### config.mk
export PLATFORM = sky130hd
export DESIGN_NAME = ethRxSwitch
export DESIGN_NICKNAME = d
export VERILOG_FILES = /design/src/switchPkg.sv /design/src/ethRxSwitch.sv /design/src/fpgaLearnTable.sv /design/src/fwdDecision.sv /design/src/ipv4Checker.sv /design/src/rxFrameParser.sv /design/src/switchStatusRegs.sv
export SDC_FILE = /design/constraint.sdc
export NUM_CORES = 1
export LEC_CHECK = 0
export BUFFER_PORTS_ARGS = -buffer_cell sky130_fd_sc_hd__buf_2
export CORE_MARGIN = 2
export CORE_UTILIZATION = 50
export DETAILED_ROUTE_END_ITERATION = 6
export GPL_TIMING_DRIVEN = 1
export PLACE_DENSITY_LB_ADDON = 0.08
export SYNTH_ARGS = -nofsm -noshare
export SYNTH_HDL_FRONTEND = slang
export SYNTH_SLANG_ARGS = --single-unit
export TNS_END_PERCENT = 20
### constraint.sdc
create_clock -name RxClk -period 3.7 [get_ports RxClk]
set_input_delay 0.37 -clock RxClk [delete_from_list [all_inputs] [get_ports RxClk]]
set_output_delay 0.37 -clock RxClk [all_outputs]
set_load 0.01 [all_outputs]
### src/switchPkg.sv
`default_nettype none

package switchPkg;

  // Common widths
  typedef logic [47:0] macAddrT;   // MAC address, first byte on the wire at the top
  typedef logic [15:0] boardMaskT; // One bit per FPGA board id
  typedef logic [2:0]  outMaskT;   // Bit 0 Eth2, bit 1 PS, bit 2 RT

  // Receive FSM states
  typedef enum logic [1:0] {
    RxIdle,   // Preamble, waiting for SFD
    RxHeader, // 14 header bytes
    RxData    // Payload and FCS
  } rxStateT;

  // Vendor id used by the FPGA boards
  localparam logic [23:0] LcsrCid            = 24'hFA610E;
  localparam logic [23:0] MulticastBit       = 24'h010000;
  localparam logic [23:0] LcsrCidMulticast   = LcsrCid | MulticastBit;

  // IPv4 multicast maps onto 01:00:5E
  localparam logic [23:0] UdpMulticastPrefix = 24'h01005E;
  localparam logic [23:0] UdpMulticastFpga   = 24'h000120; // RT multicast group

  // Middle 16 bits of the board MAC addresses
  localparam logic [15:0] FpgaPsMac          = 16'h0300;
  localparam logic [15:0] FpgaRtMac          = 16'h0E13;

  localparam macAddrT     BroadcastMac       = 48'hFFFF_FFFF_FFFF;

  // Register left after running the FCS through the CRC
  localparam logic [31:0] CrcResidue         = 32'hC704DD7B;
  localparam logic [7:0]  SfdByte            = 8'hD5;

  // Frame layout
  localparam int          HeaderBytes        = 14;
  localparam int          Ipv4FirstByte      = 0;  // Data offsets after the header
  localparam int          Ipv4LastByte       = 19;
  localparam logic [15:0] Ipv4Type           = 16'h0800;

  // "ESW0" as read back byte by byte
  localparam logic [31:0] SwitchIdWord       = "0WSE";

endpackage

`default_nettype wire

### src/ethRxSwitch.sv
`default_nettype none

module ethRxSwitch #(
  parameter int ErrCountWidth = 8
) (
  input  wire                RxClk,
  input  wire                reset,
  input  wire                rxValid,
  input  wire                dataReady,
  input  wire [7:0]          rxData,
  input  wire                inActive,    // Eth1 link
  input  wire [2:0]          outActive,   // Eth2, PS, RT
  input  wire [3:0]          boardId,
  input  wire [15:0]         bcBoardMask,
  input  wire                clearErrors,
  input  wire [4:0]          regAddr,
  output wire                frameDone,
  output switchPkg::outMaskT fwdMask,
  output wire                crcError,
  output wire                ipv4Error,
  output wire                isHub,
  output wire                isBcHub,
  output wire [31:0]         regData
);

  wire                      byteStrobe;
  wire                      headerDone;
  wire                      ipv4Start;
  wire [4:0]                dataIndex;
  wire [15:0]               etherType;
  switchPkg::macAddrT       destMac;
  switchPkg::macAddrT       srcMac;
  switchPkg::boardMaskT     learnedBoards;

  rxFrameParser parser (
    .RxClk(RxClk), .reset(reset), .rxValid(rxValid), .dataReady(dataReady), .rxData(rxData),
    .byteStrobe(byteStrobe), .headerDone(headerDone), .frameDone(frameDone),
    .crcError(crcError), .ipv4Start(ipv4Start), .destMac(destMac), .srcMac(srcMac),
    .etherType(etherType), .dataIndex(dataIndex)
  );

  ipv4Checker ipv4Check (
    .RxClk(RxClk), .reset(reset), .byteStrobe(byteStrobe), .ipv4Start(ipv4Start),
    .dataIndex(dataIndex), .rxData(rxData), .etherType(etherType), .ipv4Error(ipv4Error)
  );

  fpgaLearnTable learnTable (
    .RxClk(RxClk), .reset(reset), .inActive(inActive), .headerDone(headerDone),
    .srcMac(srcMac), .bcBoardMask(bcBoardMask), .learnedBoards(learnedBoards),
    .isHub(isHub), .isBcHub(isBcHub)
  );

  fwdDecision fwd (
    .RxClk(RxClk), .reset(reset), .headerDone(headerDone), .destMac(destMac),
    .learnedBoards(learnedBoards), .boardId(boardId), .outActive(outActive),
    .fwdMask(fwdMask)
  );

  switchStatusRegs #(.ErrCountWidth(ErrCountWidth)) statusRegs (
    .RxClk(RxClk), .reset(reset), .clearErrors(clearErrors), .frameDone(frameDone),
    .crcError(crcError), .ipv4Error(ipv4Error), .fwdMask(fwdMask),
    .learnedBoards(learnedBoards), .inActive(inActive), .outActive(outActive),
    .regAddr(regAddr), .regData(regData)
  );

endmodule

`default_nettype wire

### src/fpgaLearnTable.sv
`default_nettype none

module fpgaLearnTable (
  input  wire                  RxClk,
  input  wire                  reset,
  input  wire                  inActive,    // Link up on this in-port
  input  wire                  headerDone,
  input  wire [47:0]           srcMac,
  input  wire [15:0]           bcBoardMask, // Boards taking part in broadcast read
  output switchPkg::boardMaskT learnedBoards,
  output logic                 isHub,
  output logic                 isBcHub
);

  logic isLcsrSrc;

  // Any FPGA board MAC, PS or RT alike
  assign isLcsrSrc = (srcMac[47:24] == switchPkg::LcsrCid);

  always_ff @(posedge RxClk) begin
    if (reset || !inActive)
      learnedBoards <= '0;                         // Link drop forgets the boards
    else if (headerDone && isLcsrSrc)
      learnedBoards[srcMac[3:0]] <= 1'b1;
  end

  // No boards behind this port
  assign isHub   = (learnedBoards == '0);
  assign isBcHub = ((learnedBoards & bcBoardMask) == '0);

endmodule

`default_nettype wire

### src/fwdDecision.sv
`default_nettype none

module fwdDecision (
  input  wire                RxClk,
  input  wire                reset,
  input  wire                headerDone,
  input  wire [47:0]         destMac,
  input  wire [15:0]         learnedBoards, // Boards behind this in-port
  input  wire [3:0]          boardId,
  input  wire [2:0]          outActive,
  output switchPkg::outMaskT fwdMask
);

  switchPkg::macAddrT psMac;
  switchPkg::macAddrT rtMac;
  switchPkg::outMaskT primaryHit;
  switchPkg::outMaskT nextMask;

  logic broadcast;
  logic udpMc;
  logic fpgaMc;
  logic lcsr;
  logic boardFwd;
  logic fpgaMatch;
  logic noMatch;

  // Unicast match, or any multicast sharing the upper bytes
  function automatic logic primaryMatch(input switchPkg::macAddrT dest,
                                        input switchPkg::macAddrT prim);
    return (dest[47:41] == prim[47:41]) && (dest[39:8] == prim[39:8]) &&
           ((dest[7:0] == prim[7:0]) || dest[40]);
  endfunction

  assign psMac   = {switchPkg::LcsrCid, switchPkg::FpgaPsMac, 4'd0, boardId};
  assign rtMac   = {switchPkg::LcsrCid, switchPkg::FpgaRtMac, 4'd0, boardId};

  always_comb begin
    primaryHit[0] = primaryMatch(destMac, switchPkg::BroadcastMac); // Host on Eth2 not learned
    primaryHit[1] = primaryMatch(destMac, psMac);
    primaryHit[2] = primaryMatch(destMac, rtMac);

    broadcast = (destMac == switchPkg::BroadcastMac);
    udpMc     = (destMac[47:24] == switchPkg::UdpMulticastPrefix);
    fpgaMc    = ((destMac[47:24] == switchPkg::LcsrCidMulticast) && (destMac[7:0] == 8'hFF)) ||
                (udpMc && (destMac[23:0] == switchPkg::UdpMulticastFpga));
    lcsr      = ((destMac[47:24] & ~switchPkg::MulticastBit) == switchPkg::LcsrCid);
    boardFwd  = !learnedBoards[destMac[3:0]] && (destMac[3:0] != boardId); // Board not behind us
    fpgaMatch = (lcsr && (boardFwd || destMac[40])) || fpgaMc;
    // Known LCSR boards behind this port are not flooded
    noMatch   = (primaryHit == '0) && !fpgaMatch && !lcsr;

    nextMask[0] = broadcast || udpMc || primaryHit[0] || fpgaMatch || noMatch; // Eth2
    nextMask[1] = broadcast || (udpMc && !fpgaMc) || primaryHit[1];           // PS
    nextMask[2] = broadcast || fpgaMc || primaryHit[2];                       // RT
  end

  always_ff @(posedge RxClk) begin
    if (reset)
      fwdMask <= '0;
    else if (headerDone)
      fwdMask <= nextMask & outActive;  // Down ports never selected
  end

  // Mask taken at the header never names a port that was down then
  maskActiveOnly: assert property (@(posedge RxClk) disable iff (reset)
    headerDone |=> ((fwdMask & ~$past(outActive)) == '0))
    else $error("fwdMask selects an inactive out-port");

endmodule

`default_nettype wire

### src/ipv4Checker.sv
`default_nettype none

module ipv4Checker (
  input  wire        RxClk,
  input  wire        reset,
  input  wire        byteStrobe, // Data byte accepted
  input  wire        ipv4Start,  // SFD, clears the flag
  input  wire [4:0]  dataIndex,
  input  wire [7:0]  rxData,
  input  wire [15:0] etherType,
  output logic       ipv4Error
);

  logic [16:0] cksum;   // Running sum, bit 16 is the pending carry
  logic [16:0] lastSum; // Sum with the current low byte added
  logic [16:0] folded;  // End-around carry applied
  logic        isIpv4;

  always_comb begin
    lastSum = cksum + {9'd0, rxData};
    folded  = {1'b0, lastSum[15:0]} + {16'd0, lastSum[16]};
  end

  assign isIpv4 = (etherType == switchPkg::Ipv4Type);

  always_ff @(posedge RxClk) begin
    if (byteStrobe) begin
      if (dataIndex == 5'(switchPkg::Ipv4FirstByte))
        cksum <= {1'b0, rxData, 8'd0};                // First high byte
      else if (dataIndex < 5'(switchPkg::Ipv4LastByte)) begin
        if (dataIndex[0])
          cksum <= lastSum;                           // Low byte of a word
        else
          cksum <= {1'b0, cksum[15:0]} + {1'b0, rxData, 7'd0, cksum[16]}; // High byte plus carry
      end
    end
  end

  always_ff @(posedge RxClk) begin
    if (reset)
      ipv4Error <= 1'b0;
    else if (ipv4Start)
      ipv4Error <= 1'b0;
    else if (byteStrobe && (dataIndex == 5'(switchPkg::Ipv4LastByte)))
      ipv4Error <= isIpv4 && (folded != 17'h0FFFF); // Good header sums to all ones
  end

endmodule

`default_nettype wire

### src/rxFrameParser.sv
`default_nettype none

module rxFrameParser (
  input  wire                RxClk,
  input  wire                reset,
  input  wire                rxValid,    // Byte present on rxData
  input  wire                dataReady,  // Client qualifier for rxValid
  input  wire [7:0]          rxData,
  output logic               byteStrobe, // Counted byte in the data state
  output logic               headerDone, // Cycle after the last header byte
  output logic               frameDone,  // Cycle after rxValid drops in data
  output logic               crcError,   // Held until the next frame end
  output logic               ipv4Start,  // SFD accepted
  output switchPkg::macAddrT destMac,
  output switchPkg::macAddrT srcMac,
  output logic [15:0]        etherType,
  output logic [4:0]         dataIndex   // Saturates at 31
);

  switchPkg::rxStateT rxState;

  logic         rxStrobe;    // Byte counts only with both qualifiers
  logic [4:0]   byteCount;   // Header offset, then data offset
  logic [31:0]  crcReg;
  logic [7:0]   rxDataRev;   // LSB first into the CRC
  logic [111:0] headerShift; // First header byte ends up at the top

  // Ethernet CRC-32, MSB first form, one byte per call
  function automatic logic [31:0] crcNext(input logic [31:0] crc, input logic [7:0] data);
    logic [31:0] c;
    logic        fb;
    int          i;
    c = crc;
    for (i = 7; i >= 0; i--) begin
      fb = c[31] ^ data[i];
      c  = {c[30:0], 1'b0} ^ (fb ? 32'h04C11DB7 : 32'd0);
    end
    return c;
  endfunction

  always_comb begin
    rxStrobe   = rxValid & dataReady;
    byteStrobe = rxStrobe && (rxState == switchPkg::RxData);
    ipv4Start  = rxStrobe && (rxState == switchPkg::RxIdle) && (rxData == switchPkg::SfdByte);
  end

  assign rxDataRev = {<<{rxData}};
  assign dataIndex = byteCount;

  // Fixed positions once all 14 bytes are in
  assign destMac   = headerShift[111:64];
  assign srcMac    = headerShift[63:16];
  assign etherType = headerShift[15:0];

  always_ff @(posedge RxClk) begin
    headerDone <= 1'b0; // Strobes
    frameDone  <= 1'b0;
    if (reset) begin
      rxState   <= switchPkg::RxIdle;
      byteCount <= 5'd0;
      crcError  <= 1'b0;
    end else begin
      case (rxState)
        switchPkg::RxIdle: begin
          if (ipv4Start) begin
            rxState   <= switchPkg::RxHeader;
            byteCount <= 5'd0;
          end
        end
        switchPkg::RxHeader: begin
          if (rxStrobe) begin
            byteCount <= byteCount + 5'd1;
            if (byteCount == 5'(switchPkg::HeaderBytes - 1)) begin
              rxState    <= switchPkg::RxData;
              byteCount  <= 5'd0;   // Data offsets start at zero
              headerDone <= 1'b1;
            end
          end else if (!rxValid) begin
            rxState <= switchPkg::RxIdle; // Runt, no frameDone
          end
        end
        switchPkg::RxData: begin
          if (rxStrobe) begin
            if (byteCount != 5'd31)
              byteCount <= byteCount + 5'd1;
          end else if (!rxValid) begin
            rxState   <= switchPkg::RxIdle;
            frameDone <= 1'b1;
            crcError  <= (crcReg != switchPkg::CrcResidue); // FCS already folded in
          end
        end
        default: rxState <= switchPkg::RxIdle;
      endcase
    end
  end

  // CRC and header capture
  always_ff @(posedge RxClk) begin
    if (ipv4Start)
      crcReg <= 32'hFFFF_FFFF;                   // Seed after SFD
    else if (rxStrobe && (rxState != switchPkg::RxIdle))
      crcReg <= crcNext(crcReg, rxDataRev);
    if (rxStrobe && (rxState == switchPkg::RxHeader))
      headerShift <= {headerShift[103:0], rxData};
  end

  // One frame end per frame
  frameDoneSingle: assert property (@(posedge RxClk) disable iff (reset)
    frameDone |=> !frameDone)
    else $error("frameDone high on two consecutive cycles");

endmodule

`default_nettype wire

### src/switchStatusRegs.sv
`default_nettype none

module switchStatusRegs #(
  parameter int ErrCountWidth = 8  // Error and forward counters
) (
  input  wire        RxClk,
  input  wire        reset,
  input  wire        clearErrors,  // Zeroes both error counters
  input  wire        frameDone,
  input  wire        crcError,
  input  wire        ipv4Error,
  input  wire [2:0]  fwdMask,
  input  wire [15:0] learnedBoards,
  input  wire        inActive,
  input  wire [2:0]  outActive,
  input  wire [4:0]  regAddr,
  output logic [31:0] regData      // One cycle after regAddr
);

  logic [15:0]              frameCount;
  logic [ErrCountWidth-1:0] crcErrCount;
  logic [ErrCountWidth-1:0] ipv4ErrCount;
  logic [ErrCountWidth-1:0] fwdCount [3]; // Index as fwdMask bits
  logic [31:0]              readWord;

  always_ff @(posedge RxClk) begin
    if (reset) begin
      frameCount   <= 16'd0;
      crcErrCount  <= '0;
      ipv4ErrCount <= '0;
      for (int i = 0; i < 3; i++)
        fwdCount[i] <= '0;
    end else begin
      if (frameDone)
        frameCount <= frameCount + 16'd1;  // Wraps

      if (clearErrors) begin
        crcErrCount  <= '0;
        ipv4ErrCount <= '0;
      end else if (frameDone) begin
        if (crcError)
          crcErrCount <= crcErrCount + ErrCountWidth'(1);
        if (ipv4Error)
          ipv4ErrCount <= ipv4ErrCount + ErrCountWidth'(1);
      end

      // Mask is latched at the header, still valid at frame end
      if (frameDone) begin
        for (int i = 0; i < 3; i++)
          if (fwdMask[i])
            fwdCount[i] <= fwdCount[i] + ErrCountWidth'(1);
      end
    end
  end

  always_comb begin
    case (regAddr)
      5'd0:    readWord = switchPkg::SwitchIdWord;
      5'd1:    readWord = {28'd0, outActive, inActive};            // Port status
      5'd2:    readWord = {16'd0, learnedBoards};
      5'd3:    readWord = 32'({frameCount, crcErrCount, ipv4ErrCount});
      5'd4:    readWord = 32'({fwdCount[2], fwdCount[1], fwdCount[0]}); // RT, PS, Eth2
      5'd5:    readWord = {8'd0, switchPkg::UdpMulticastFpga};
      default: readWord = 32'd0;
    endcase
  end

  // Registered read port
  always_ff @(posedge RxClk) begin
    regData <= readWord;
  end

endmodule

`default_nettype wire
# After elaboration in Yosys (flattened, before gate mapping)
# Memories as Yosys holds them, arrays and structs flattened.
# Index checks and enable logic that the tools add are counted.
# op_classes
add_sub_neg	10
n_lt_le_gt_ge	4
eq_ne	34
n_mux	47
bitwise	27
reduce_logical	60
# op_table
operator	count
32-bit bitwise XOR	8
27-bit 2-to-1 mux	8
32-bit case mux with 6 select lines	1
32-bit by 31-bit == test with 1-bit output (second input constant)	2
24-bit == test (second input constant)	2
48-bit == test (second input constant)	1
8-bit by 1-bit adder with 8-bit output (second input constant)	5
17-bit 2-to-1 mux	2
32-bit == test (second input constant)	1
16-bit zero test	2
32-bit inequality test (second input constant)	1
5-bit 2-to-1 mux	5
24-bit by 17-bit == test with 1-bit output (second input constant)	1
24-bit by 9-bit == test with 1-bit output (second input constant)	1
8-bit 2-to-1 mux	3
23-bit == test (second input constant)	1
1-bit logical AND	22
1-bit 2-to-1 mux	18
16-bit by 1-bit adder with 17-bit output	1
16-bit by 16-bit adder with 17-bit output	1
17-bit by 8-bit adder with 17-bit output	1
17-bit by 16-bit inequality test with 1-bit output (second input constant)	1
16-bit by 1-bit adder with 16-bit output (second input constant)	1
16-bit bitwise AND	1
other kinds (44)	92
# totals
ff_bits	255
ramBits	24
input_bits	42
output_inout_bits	40
wordCells	199
memories	1
# memory_table
name	words	width	rd	rd_clocked_by_memory_dff	write_ports	line	source
statusRegs.fwdCount	3	8	3	0	3	switchStatusRegs.sv:23	logic [ErrCountWidth-1:0] fwdCount [3];

# Logic depth before layout (Yosys ltp)
# Gate-level depths: netlist (run 1).
# logic_depth
word_depth	24
depth_mapped	14

# Modules after synthesis
# From an unflattened synthesis (run 1), not the netlist that was laid out.
# hier_totals
cells_unflattened	1220
hier_area_um2	13533.0
# by_module_without_submodules
mod	n_inst	cells_per_inst	area_each_um2
rxFrameParser	1	385	5903.2
switchStatusRegs	1	405	3966.3
ipv4Checker	1	245	2133.3
fpgaLearnTable	1	103	904.6
fwdDecision	1	82	625.6

# Worst setup path after synthesis (run 1)
# OpenSTA, ideal clock, no wires.
# synth_timing
path_kind	register -> register
from	register parser.rxState[1]
to	register parser.rxState[1]
setup_ns	0.091
arrival_time_ns	3.718
required_ns	3.609
path_slack_ns	-0.109
path_stages_with_launch	6
path_buffers	0
cell_sequence	dfxtp_1 > inv_1 > ha_1 > and3_1 > a21oi_1 > a211oi_1
# synth_between
elab_chain_cells	5
# synth_rtl
item	line	source
from (decl)	rxFrameParser.sv:20	switchPkg::rxStateT rxState;
from (signal assigned)	rxFrameParser.sv:59	rxState <= switchPkg::RxIdle;
from (signal assigned)	rxFrameParser.sv:66	rxState <= switchPkg::RxHeader;
from (signal assigned)	rxFrameParser.sv:74	rxState <= switchPkg::RxData;
2-bit zero test	rxFrameParser.sv:44, rxFrameParser.sv:63	
1-bit logical AND (2 in series)	rxFrameParser.sv:44	ipv4Start = rxStrobe && (rxState == switchPkg::RxIdle) && (rxData == switchPkg::SfdByte);
2-bit by 1-bit inequality test with 1-bit output (no line)	-	
3-bit AND reduction (no line)	-	
# Several ways; a longest one is shown, not always the timed one. The select of a mux whose other input is x is not followed.
# A chain may end at the register's enable or synchronous reset.

# Final worst setup path (run 1)
# layout_timing
from	register ipv4Check.cksum[0]
to	register ipv4Check.ipv4Error
# layout_between
elab_chain_cells	4
# layout_rtl
item	line	source
from (decl)	ipv4Checker.sv:14	logic [16:0] cksum;
from (signal assigned)	ipv4Checker.sv:29	cksum <= {1'b0, rxData, 8'd0};
from (signal assigned)	ipv4Checker.sv:32	cksum <= lastSum;
from (signal assigned)	ipv4Checker.sv:34	cksum <= {1'b0, cksum[15:0]} + {1'b0, rxData, 7'd0, cksum[16]};
17-bit by 8-bit adder with 17-bit output	ipv4Checker.sv:20	lastSum = cksum + {9'd0, rxData};
16-bit by 1-bit adder with 17-bit output	ipv4Checker.sv:21	folded = {1'b0, lastSum[15:0]} + {16'd0, lastSum[16]};
17-bit by 16-bit inequality test with 1-bit output	ipv4Checker.sv:45	ipv4Error <= isIpv4 && (folded != 17'h0FFFF);
1-bit logical AND	ipv4Checker.sv:45	
to (signal assigned)	ipv4Checker.sv:45	
to (decl)	ipv4Checker.sv:11	output logic ipv4Error
# Every way passes these cells.

==> impl_metrics.tcl, run 1 <==
set metrics [dict create \
    dieWidth_um 164.4 \
    finClkSkew_ns 0.02852 \
    num_antenna_cells 0 \
    slew_headroom_pct 28.78 \
    yosysWarnings 0 \
    fin_crit_sh_pct 92.76 \
    top_layer "met4" \
    rsz0062_at_grt "no" \
    die_h_um 164.4 \
    hold_buffers 0 \
    vias 9092 \
    syn2layout_area_growth_pct 13.40 \
    postRouteAntennaNets 0 \
    numCtsBuffers 29 \
    r2r-start "ipv4Check.cksum[0]$_SDFFCE_PP0P_" \
    fp.dieArea_um2 27020 \
    p_per_area_nw_per_um2 526.3 \
    worstSkewPairLatency_ns 0.55 \
    synth_largest_area_cell "edfxtp_1" \
    hold_start "outActive[2]" \
    clk_pin_slew_ns 0.06 \
    setup_tns_ns 0 \
    leakagePower_nw 5.393 \
    netlist_area_um2 12860 \
    yosys.cell_count.top_type "edfxtp_1" \
    post-cts-setup-buffer-count 0 \
    fin_crit_ns 3.432 \
    avgRoutedWirePerCell_um 18.52 \
    route.met3.wl_um 1783 \
    place_ws_ns 0.07822 \
    dr.pass1.iters 7 \
    setup_viol 0 \
    root_buffer "clkbuf_16" \
    maxCapViolations 0 \
    synth_ff_type "edfxtp_1" \
    gr-total-overflow 0 \
    initial_core_util_pct 50.93 \
    cts_tree "built" \
    postSynthAreaPerCell_um2 11.04 \
    grt_max_degree 108 \
    first_global_vias 8509 \
    portBuffers 81 \
    synthTopCellsByCount "edfxtp_1 (153), dfxtp_1 (126), nor2_1 (122)" \
    core_um2 25250 \
    hold-worst-slack_ns 0.1318 \
    async_flop_share_pct 0 \
    gpl.final_weighted_congestion 0.9328 \
    crit_fanout 5 \
    drc 0 \
    critPathKind "flip-flop to flip-flop" \
    outcome "completed" \
    cp-startpoint "ipv4Check.cksum[0]$_SDFFCE_PP0P_" \
    synth.distinct_cells 67 \
    worstMarginPinSlew_ns 1.068 \
    hpwlAfterDp_um 21010 \
    layout-drive-gt1-share_pct 12.78 \
    start_kind "flip-flop" \
    hold_class "input port to flip-flop" \
    final_nets 1329 \
    syn_nets 1242 \
    cts_resized 0 \
    ys_seq_area_share_pct 55.34 \
    worst_ep_required_time_ns 4.18 \
    wl_met1_um 13780 \
    cts_max_path_buffers 3 \
    cts_sinks 279 \
    synthCells 1165 \
    layout_setup_ws_ns 0.2679 \
    synth_edf_count 153 \
    wirelength_um 29730 \
    vias_per_cell 5.665 \
    crit_arrival_ns 3.91 \
    hold_viol 0 \
    grt_pass1_wl_um 46510 \
    clock.fmax_mhz 291.4 \
    endpoint_kind "flip-flop" \
    drt-initial-drc-count 829 \
    htree_num_levels 1 \
    antenna_found_initial 0 \
    synthTopCellsByArea "edfxtp_1 (36%), dfxtp_1 (20%), xnor2_1 (5.3%)" \
    placementRows 58 \
    ios 82 \
    ys_seq_elements 279 \
    wl_met2_um 13180 \
    synth.top_cell.area_share_pct 35.72 \
    ir_drop_uv 326.9 \
    slew_violations 0 \
    grt_use_total_pct 21.95 \
]
==> layout by cell type, fill, tap and decap left out, drive strengths merged, types with 30 or more instances in the layout <==
| master | netlist | layout |
|---|---|---|
| a21oi | 56 | 56 |
| and3 | 33 | 33 |
| buf | 3 | 95 |
| clkbuf | 36 | 39 |
| dfxtp | 126 | 126 |
| edfxtp | 153 | 153 |
| ha | 34 | 34 |
| inv | 28 | 30 |
| nand2 | 88 | 88 |
| nand3 | 51 | 51 |
| nor2 | 122 | 122 |
| o211ai | 38 | 38 |
| xnor2 | 82 | 82 |
| xor2 | 70 | 70 |
==> worst max-delay path, stage by stage, from the launching register on <==
cell and delay [ns]:
edfxtp_1 0.40, ha_1 0.24, fa_1 0.43, a211oi_2 0.32, o21ai_0 0.22, nand2_1 0.19
nor3_1 0.08, xor2_1 0.16, ha_1 0.26, ha_1 0.26, nand4b_1 0.11, mux2i_1 0.08
mux2_2 0.27, a32o_1 0.20, a41oi_1 0.16
==> final timing paths <==
path | end | slack (ns) | cells after the start
max reg2reg | ipv4Check.ipv4Error$_SDFFE_PP0P_ | 0.27 | 14
min reg2reg | parser.headerShift[37]$_DFFE_PP_ | 0.42 | 0
max | ipv4Check.ipv4Error$_SDFFE_PP0P_ | 0.27 | 14
min | fwd.fwdMask[2]$_SDFFE_PP0P_ | 0.13 | 3
==> power by group <==
part	total, mW	switching (mW)	internal, mW
logic	1.44	0.761	0.682
clock network	2.73	1.18	1.55
registers	3.50	0.126	3.38
==> sequential cells by signal, indices dropped and copies added (netlist names), 2 cells and up <==
register                  cells
parser.dataIndex              5
statusRegs.ipv4ErrCount       8
statusRegs.frameCount        16
statusRegs.crcErrCount        8
parser.headerShift          112
ipv4Check.cksum              17
statusRegs.regData           32
parser.crcReg                32
fwd.fwdMask                   3
parser.rxState                2
statusRegs.fwdCount          24
learnTable.learnedBoards     16
==> logic make-up after synthesis <==
kind of cell,count (synthesis),synth area share (%)
flops,279,55.34
buf+inv,68,1.985
mux,28,2.617
simple gates,414,16.25
fa+ha+maj,35,3.463
compound gates,189,9.768
xor+xnor,152,10.58
==> layer usage <==
layer	GRT usage, %	up-vias
met5	0	-
met4	8.142	0
met3	3.064	48
met2	34.27	276
met1	31.29	4311
li1	-	4457
==> final cells by class <==
cell class	instances	area, um2
Clock inverter	15	107.6
Inverter	29	108.9
Multi-Input combinational cell	818	5532
Tap cell	330	412.9
Fill cell	2160	10670
Sequential cell	279	7117
Clock buffer	39	783.3
Timing Repair Buffer	95	523.0
==> stage by stage <==
| stage | instances | total power [mW] | cell area, um2 | util (%) |
|---|---|---|---|---|
| 3_5_place_dp | 1551 | 5.005 | 13680 | 54.18 |
| 2_1_floorplan | 1165 | 4.705 | 12860 | - |
| 4_1_cts | 1605 | 7.744 | 14570 | 57.71 |
| 6_report | 1605 | 7.676 | 14580 | 57.75 |
| 5_1_grt | 1605 | 8.018 | 14580 | 57.75 |
| 3_3_place_gp | 1551 | 4.996 | 13680 | 54.18 |
(Power assumes the default switching activity.)
==> run 2: changes to the inputs <==
clock period = 3.4 ns   (was 3.7 ns; I/O delays follow)
==> impl_metrics.tcl, run 2 (same netlist as run 1, synthesis figures left out) <==
set metrics [dict create \
    outcome "completed" \
    hold_class "input port to flip-flop" \
    dieWidth_um 164.4 \
    ios 82 \
    drt-initial-drc-count 596 \
    initial_core_util_pct 50.93 \
    dp_cells 1563 \
    most-common-layout-cells "edfxtp_1 (153), dfxtp_1 (126), nor2_1 (122)" \
    wirelength_um 29630 \
    vias_per_cell 5.641 \
    hold_start "outActive[2]" \
    clock.fmax_mhz 315.2 \
    critical_path.endpoint "ipv4Check.ipv4Error$_SDFFE_PP0P_" \
    cts_tree "built" \
    crit_fanout 5 \
    layout-drive-gt1-share_pct 13.99 \
    maxCapViolations 0 \
    worstSkewPairLatency_ns 0.55 \
    final_area_um2 14730 \
    regArea_um2 7117 \
    endpoint_kind "flip-flop" \
    slew_violations 0 \
    hold-worst-slack_ns 0.1126 \
    syn2layout_area_growth_pct 14.54 \
    r2r_cells 14 \
    avgRoutedWirePerCell_um 18.32 \
    layout_setup_ws_ns 0.2270 \
    placementRows 58 \
    htree_num_levels 1 \
    grt_pass1_wl_um 45950 \
    hold_viol 0 \
    fin_crit_sh_pct 93.32 \
    hpwlAfterDp_um 20910 \
    worstMarginPinSlew_ns 1.073 \
    multi_input_area_um2 5532 \
    post-route-util_pct 58.33 \
    first_global_vias 8645 \
    gpl.final_weighted_congestion 0.9049 \
    rrSetupSlack_ns 0.23 \
    postRouteAntennaNets 0 \
    core_um2 25250 \
    p_per_area_nw_per_um2 580.0 \
    fp.dieArea_um2 27020 \
    place_ws_ns 0.07174 \
    cts_max_path_buffers 3 \
    worst_ep_required_time_ns 3.80 \
    numCtsBuffers 29 \
    slew_headroom_pct 28.45 \
    regMostFlops "parser.headerShift" \
    vias 9122 \
    setup_tns_ns 0 \
    leakagePower_nw 5.475 \
    final_nets 1342 \
    setup_viol 0 \
    place_area_um2 13770 \
    fin_crit_ns 3.173 \
    layout.cells.most_common "edfxtp_1" \
    final_cells 1617 \
    fin_total_pwr_mw 8.544 \
    cts_sinks 279 \
    r2r-start "ipv4Check.cksum[0]$_SDFFCE_PP0P_" \
    grt_use_total_pct 21.60 \
    num_antenna_cells 0 \
    n_fill_cell 2198 \
    critPathKind "flip-flop to flip-flop" \
    antenna_found_initial 1 \
    clk_pin_slew_ns 0.06 \
    cp-startpoint "ipv4Check.cksum[0]$_SDFFCE_PP0P_" \
    portBuffers 81 \
    gr-total-overflow 0 \
    finClkSkew_ns 0.01354 \
    root_buffer "clkbuf_16" \
    die_h_um 164.4 \
    dr.pass1.iters 6 \
    grt_max_degree 73 \
    largest_registers "parser.headerShift x112, parser.crcReg x32, statusRegs.regData x32" \
    crit_arrival_ns 3.58 \
    start_kind "flip-flop" \
    drc 0 \
    r2r_end "ipv4Check.ipv4Error$_SDFFE_PP0P_" \
    ir_drop_uv 379.2 \
    largest_reg_flops 112 \
]
## run 2: where the power goes
part / switching, mW / internal [mW] / total, mW
sequential: 0.135 / 3.67 / 3.81
clock: 1.28 / 1.83 / 3.11
combinational: 0.850 / 0.774 / 1.62
## run 2: metal layers
metal  track usage [%]  wire length (um)  up-vias
li1                  -                 -     4481
met2             35.45             13670      264
met5                 0                13        -
met3             3.692              1848       53
met4             6.206               635        2
met1             29.61             13470     4322
## run 2: worst min-delay path by stage
stage | endpoint | slack, ns | cells past startpoint
after floorplan | parser.headerShift[28]$_DFFE_PP_ | 0.40 | 0
after global placement | parser.headerShift[43]$_DFFE_PP_ | 0.40 | 0
after detailed placement | parser.headerShift[31]$_DFFE_PP_ | 0.40 | 0
after CTS | fwd.fwdMask[2]$_SDFFE_PP0P_ | 0.09 | 3
after global routing | parser.headerShift[3]$_DFFE_PP_ | 0.13 | 1
final | fwd.fwdMask[2]$_SDFFE_PP0P_ | 0.11 | 3
## run 2: layout make-up
| type | instances | share of cell area [%] |
|---|---|---|
| sequential | 279 | 48.31 |
| timing repair buffer | 108 | 4.213 |
| clock buffer | 39 | 5.529 |
| inverter | 29 | 0.7389 |
| clock inverter | 14 | 0.8578 |
| tap | 330 | 2.803 |
| multi-input combinational | 818 | 37.55 |
## run 2: timing repair
item | CTS | global route
gates resized for setup | 0 | 4
hold buffers | 0 | 0
setup endpoints to repair | 0 | 1
buffers inserted | 0 | 1
## run 2: critical path, cell delays in order (launching register included)
cell,delay [ns]
edfxtp_1,0.40
ha_1,0.23
fa_1,0.40
a211oi_1,0.31
o21ai_1,0.14
nand2_1,0.11
nor3_1,0.06
xor2_1,0.19
ha_2,0.26
ha_2,0.24
nand4b_1,0.11
mux2i_1,0.19
mux2_2,0.17
a32o_1,0.11
a41oi_1,0.10
==> run 3: changes to the inputs <==
CORE_ASPECT_RATIO = 1.5   (was unset)
==> impl_metrics.tcl, run 3 (same netlist as run 1, synthesis figures left out) <==
set metrics [dict create \
    regMostFlops "parser.headerShift" \
    min_to "fwd.fwdMask[1]$_SDFFE_PP0P_" \
    cts_sinks 279 \
    syn2layout_area_growth_pct 14.36 \
    p_per_area_nw_per_um2 568.6 \
    hold_class "input port to flip-flop" \
    leakagePower_nw 5.460 \
    r2r_end "ipv4Check.ipv4Error$_SDFFE_PP0P_" \
    placementRows 71 \
    final_nets 1342 \
    hold_start "outActive[1]" \
    cts_tree "built" \
    post-route-util_pct 58.30 \
    layout-drive-gt1-share_pct 14.32 \
    vias_per_cell 5.688 \
    fin_crit_sh_pct 92.27 \
    finClkSkew_ns 0.01062 \
    layout.cells.most_common "edfxtp_1" \
    largest_registers "parser.headerShift x112, parser.crcReg x32, statusRegs.regData x32" \
    outcome "completed" \
    worstMarginPinSlew_ns 1.058 \
    clk_pin_slew_ns 0.06 \
    hold_buffers 0 \
    setup_tns_ns 0 \
    place_area_um2 13780 \
    final_area_um2 14710 \
    antenna_found_initial 1 \
    first_global_vias 9153 \
    drc 0 \
    crit_slowest_cell "edfxtp_1" \
    dieWidth_um 135.0 \
    wirelength_um 29460 \
    drt-initial-drc-count 567 \
    endpoint_kind "flip-flop" \
    grt_max_degree 65 \
    largest_reg_flops 112 \
    slew_violations 0 \
    portBuffers 81 \
    most-common-layout-cells "edfxtp_1 (153), dfxtp_1 (126), nor2_1 (122)" \
    core_um2 25230 \
    dp_cells 1563 \
    fp.dieArea_um2 27050 \
    fin_crit_ns 3.137 \
    vias 9175 \
    avgRoutedWirePerCell_um 18.26 \
    start_kind "flip-flop" \
    final_cells 1613 \
    worst_ep_required_time_ns 3.85 \
    setup_viol 0 \
    rsz0062_at_grt "no" \
    rrSetupSlack_ns 0.26 \
    grt_pass1_wl_um 46820 \
    clock.fmax_mhz 318.8 \
    dr.pass1.iters 5 \
    r2r_cells 14 \
    root_buffer "clkbuf_16" \
    grt_use_total_pct 21.54 \
    path_common_cell "ha_1" \
    die_h_um 200.4 \
    initial_core_util_pct 50.98 \
    postRouteAntennaNets 0 \
    gr-total-overflow 0 \
    r2r-start "ipv4Check.cksum[0]$_SDFFCE_PP0P_" \
    critPathKind "flip-flop to flip-flop" \
    ir_drop_uv 320.4 \
    hold_viol 0 \
    crit_fanout 5 \
    critPathMaxStageDelay_ns 0.39 \
    numCtsBuffers 27 \
    ios 82 \
    crit_arrival_ns 3.59 \
    maxCapViolations 0 \
    cts_max_path_buffers 3 \
    gpl.final_weighted_congestion 0.9183 \
    num_antenna_cells 0 \
    worstSkewPairLatency_ns 0.53 \
    slew_headroom_pct 29.46 \
    htree_num_levels 1 \
    hold-worst-slack_ns 0.1318 \
    hold_path_depth 3 \
    hpwlAfterDp_um 21490 \
    path_cells "ha_1 > fa_2 > a211oi_2 > o21ai_2 > nand2_1 > nor3_1 > xor2_1 > ha_2 > ha_1 > nand4b_1 > mux2i_1 > mux2_2 > a32o_1 > a41oi_1" \
]
==> run 3: cell count changes in the layout (fill, tap and decap cells not counted), moves of 2 or more <==
cell       delta
clkbuf_8      +4
buf_4         +2
clkbuf_16     -2
clkinv_1      -2
==> run 3: per-layer routing <==
metal	routed length, um	track usage (%)	vias to the layer above
li1	-	-	4473
met1	11840	25.26	4422
met2	15420	39.92	225
met3	1288	2.475	55
met4	906	7.887	0
met5	0	0	-
==> run 3: worst max-delay path by stage <==
| stage | startpoint | endpoint | slack [ns] | cells past startpoint |
|---|---|---|---|---|
| after global placement | rxData[0] | ipv4Check.ipv4Error$_SDFFE_PP0P_ | -0.03 | 15 |
| after CTS | ipv4Check.cksum[0]$_SDFFCE_PP0P_ | ipv4Check.ipv4Error$_SDFFE_PP0P_ | 0.02 | 14 |
| after global routing | ipv4Check.cksum[7]$_SDFFCE_PP0P_ | ipv4Check.ipv4Error$_SDFFE_PP0P_ | 0.04 | 14 |
| after detailed placement | rxData[0] | ipv4Check.ipv4Error$_SDFFE_PP0P_ | -0.11 | 15 |
| final | ipv4Check.cksum[0]$_SDFFCE_PP0P_ | ipv4Check.ipv4Error$_SDFFE_PP0P_ | 0.26 | 14 |
| after floorplan | ipv4Check.cksum[0]$_SDFFCE_PP0P_ | ipv4Check.ipv4Error$_SDFFE_PP0P_ | 0.26 | 14 |
==> run 3: power breakdown <==
part	internal (mW)	switching, mW	total [mW]
sequential	3.67	0.136	3.81
combinational	0.757	0.828	1.59
clock	1.74	1.23	2.97
==> run 3: timing repair <==
| action | in CTS | in global routing |
|---|---|---|
| buffers inserted | 0 | 1 |
| endpoints found under the setup margin | 1 | 1 |
| pin swaps | 0 | 3 |
| gates resized for setup | 1 | 6 |
==> run 3: critical path: cells and delay by family (launching register included) <==
family | cells | cell delay [ns]
AO/OA/AOI/OAI | 4 | 0.77
adder cells (fa/ha/maj) | 4 | 1.10
AND/OR/NAND/NOR | 3 | 0.28
multiplexers | 2 | 0.34
flip-flops | 1 | 0.39
XOR/XNOR | 1 | 0.18
==> run 3: final cells by class <==
cell class,count,area [um2]
inverters,29,108.9
clock buffers,40,815.8
well taps,328,410.4
repair buffers,110,635.6
multi-input cells,818,5544
flip-flops and latches,279,7117
fillers,2198,10520
clock inverters,9,76.32
==> run 3: per-stage QoR <==
step           setup slack, ns  power, mW
6_report                0.2629      8.362
5_1_grt                0.03572      8.746
4_1_cts                0.01675      8.461
2_1_floorplan           0.2645      5.120
3_3_place_gp          -0.03273      5.464
3_5_place_dp           -0.1114      5.464
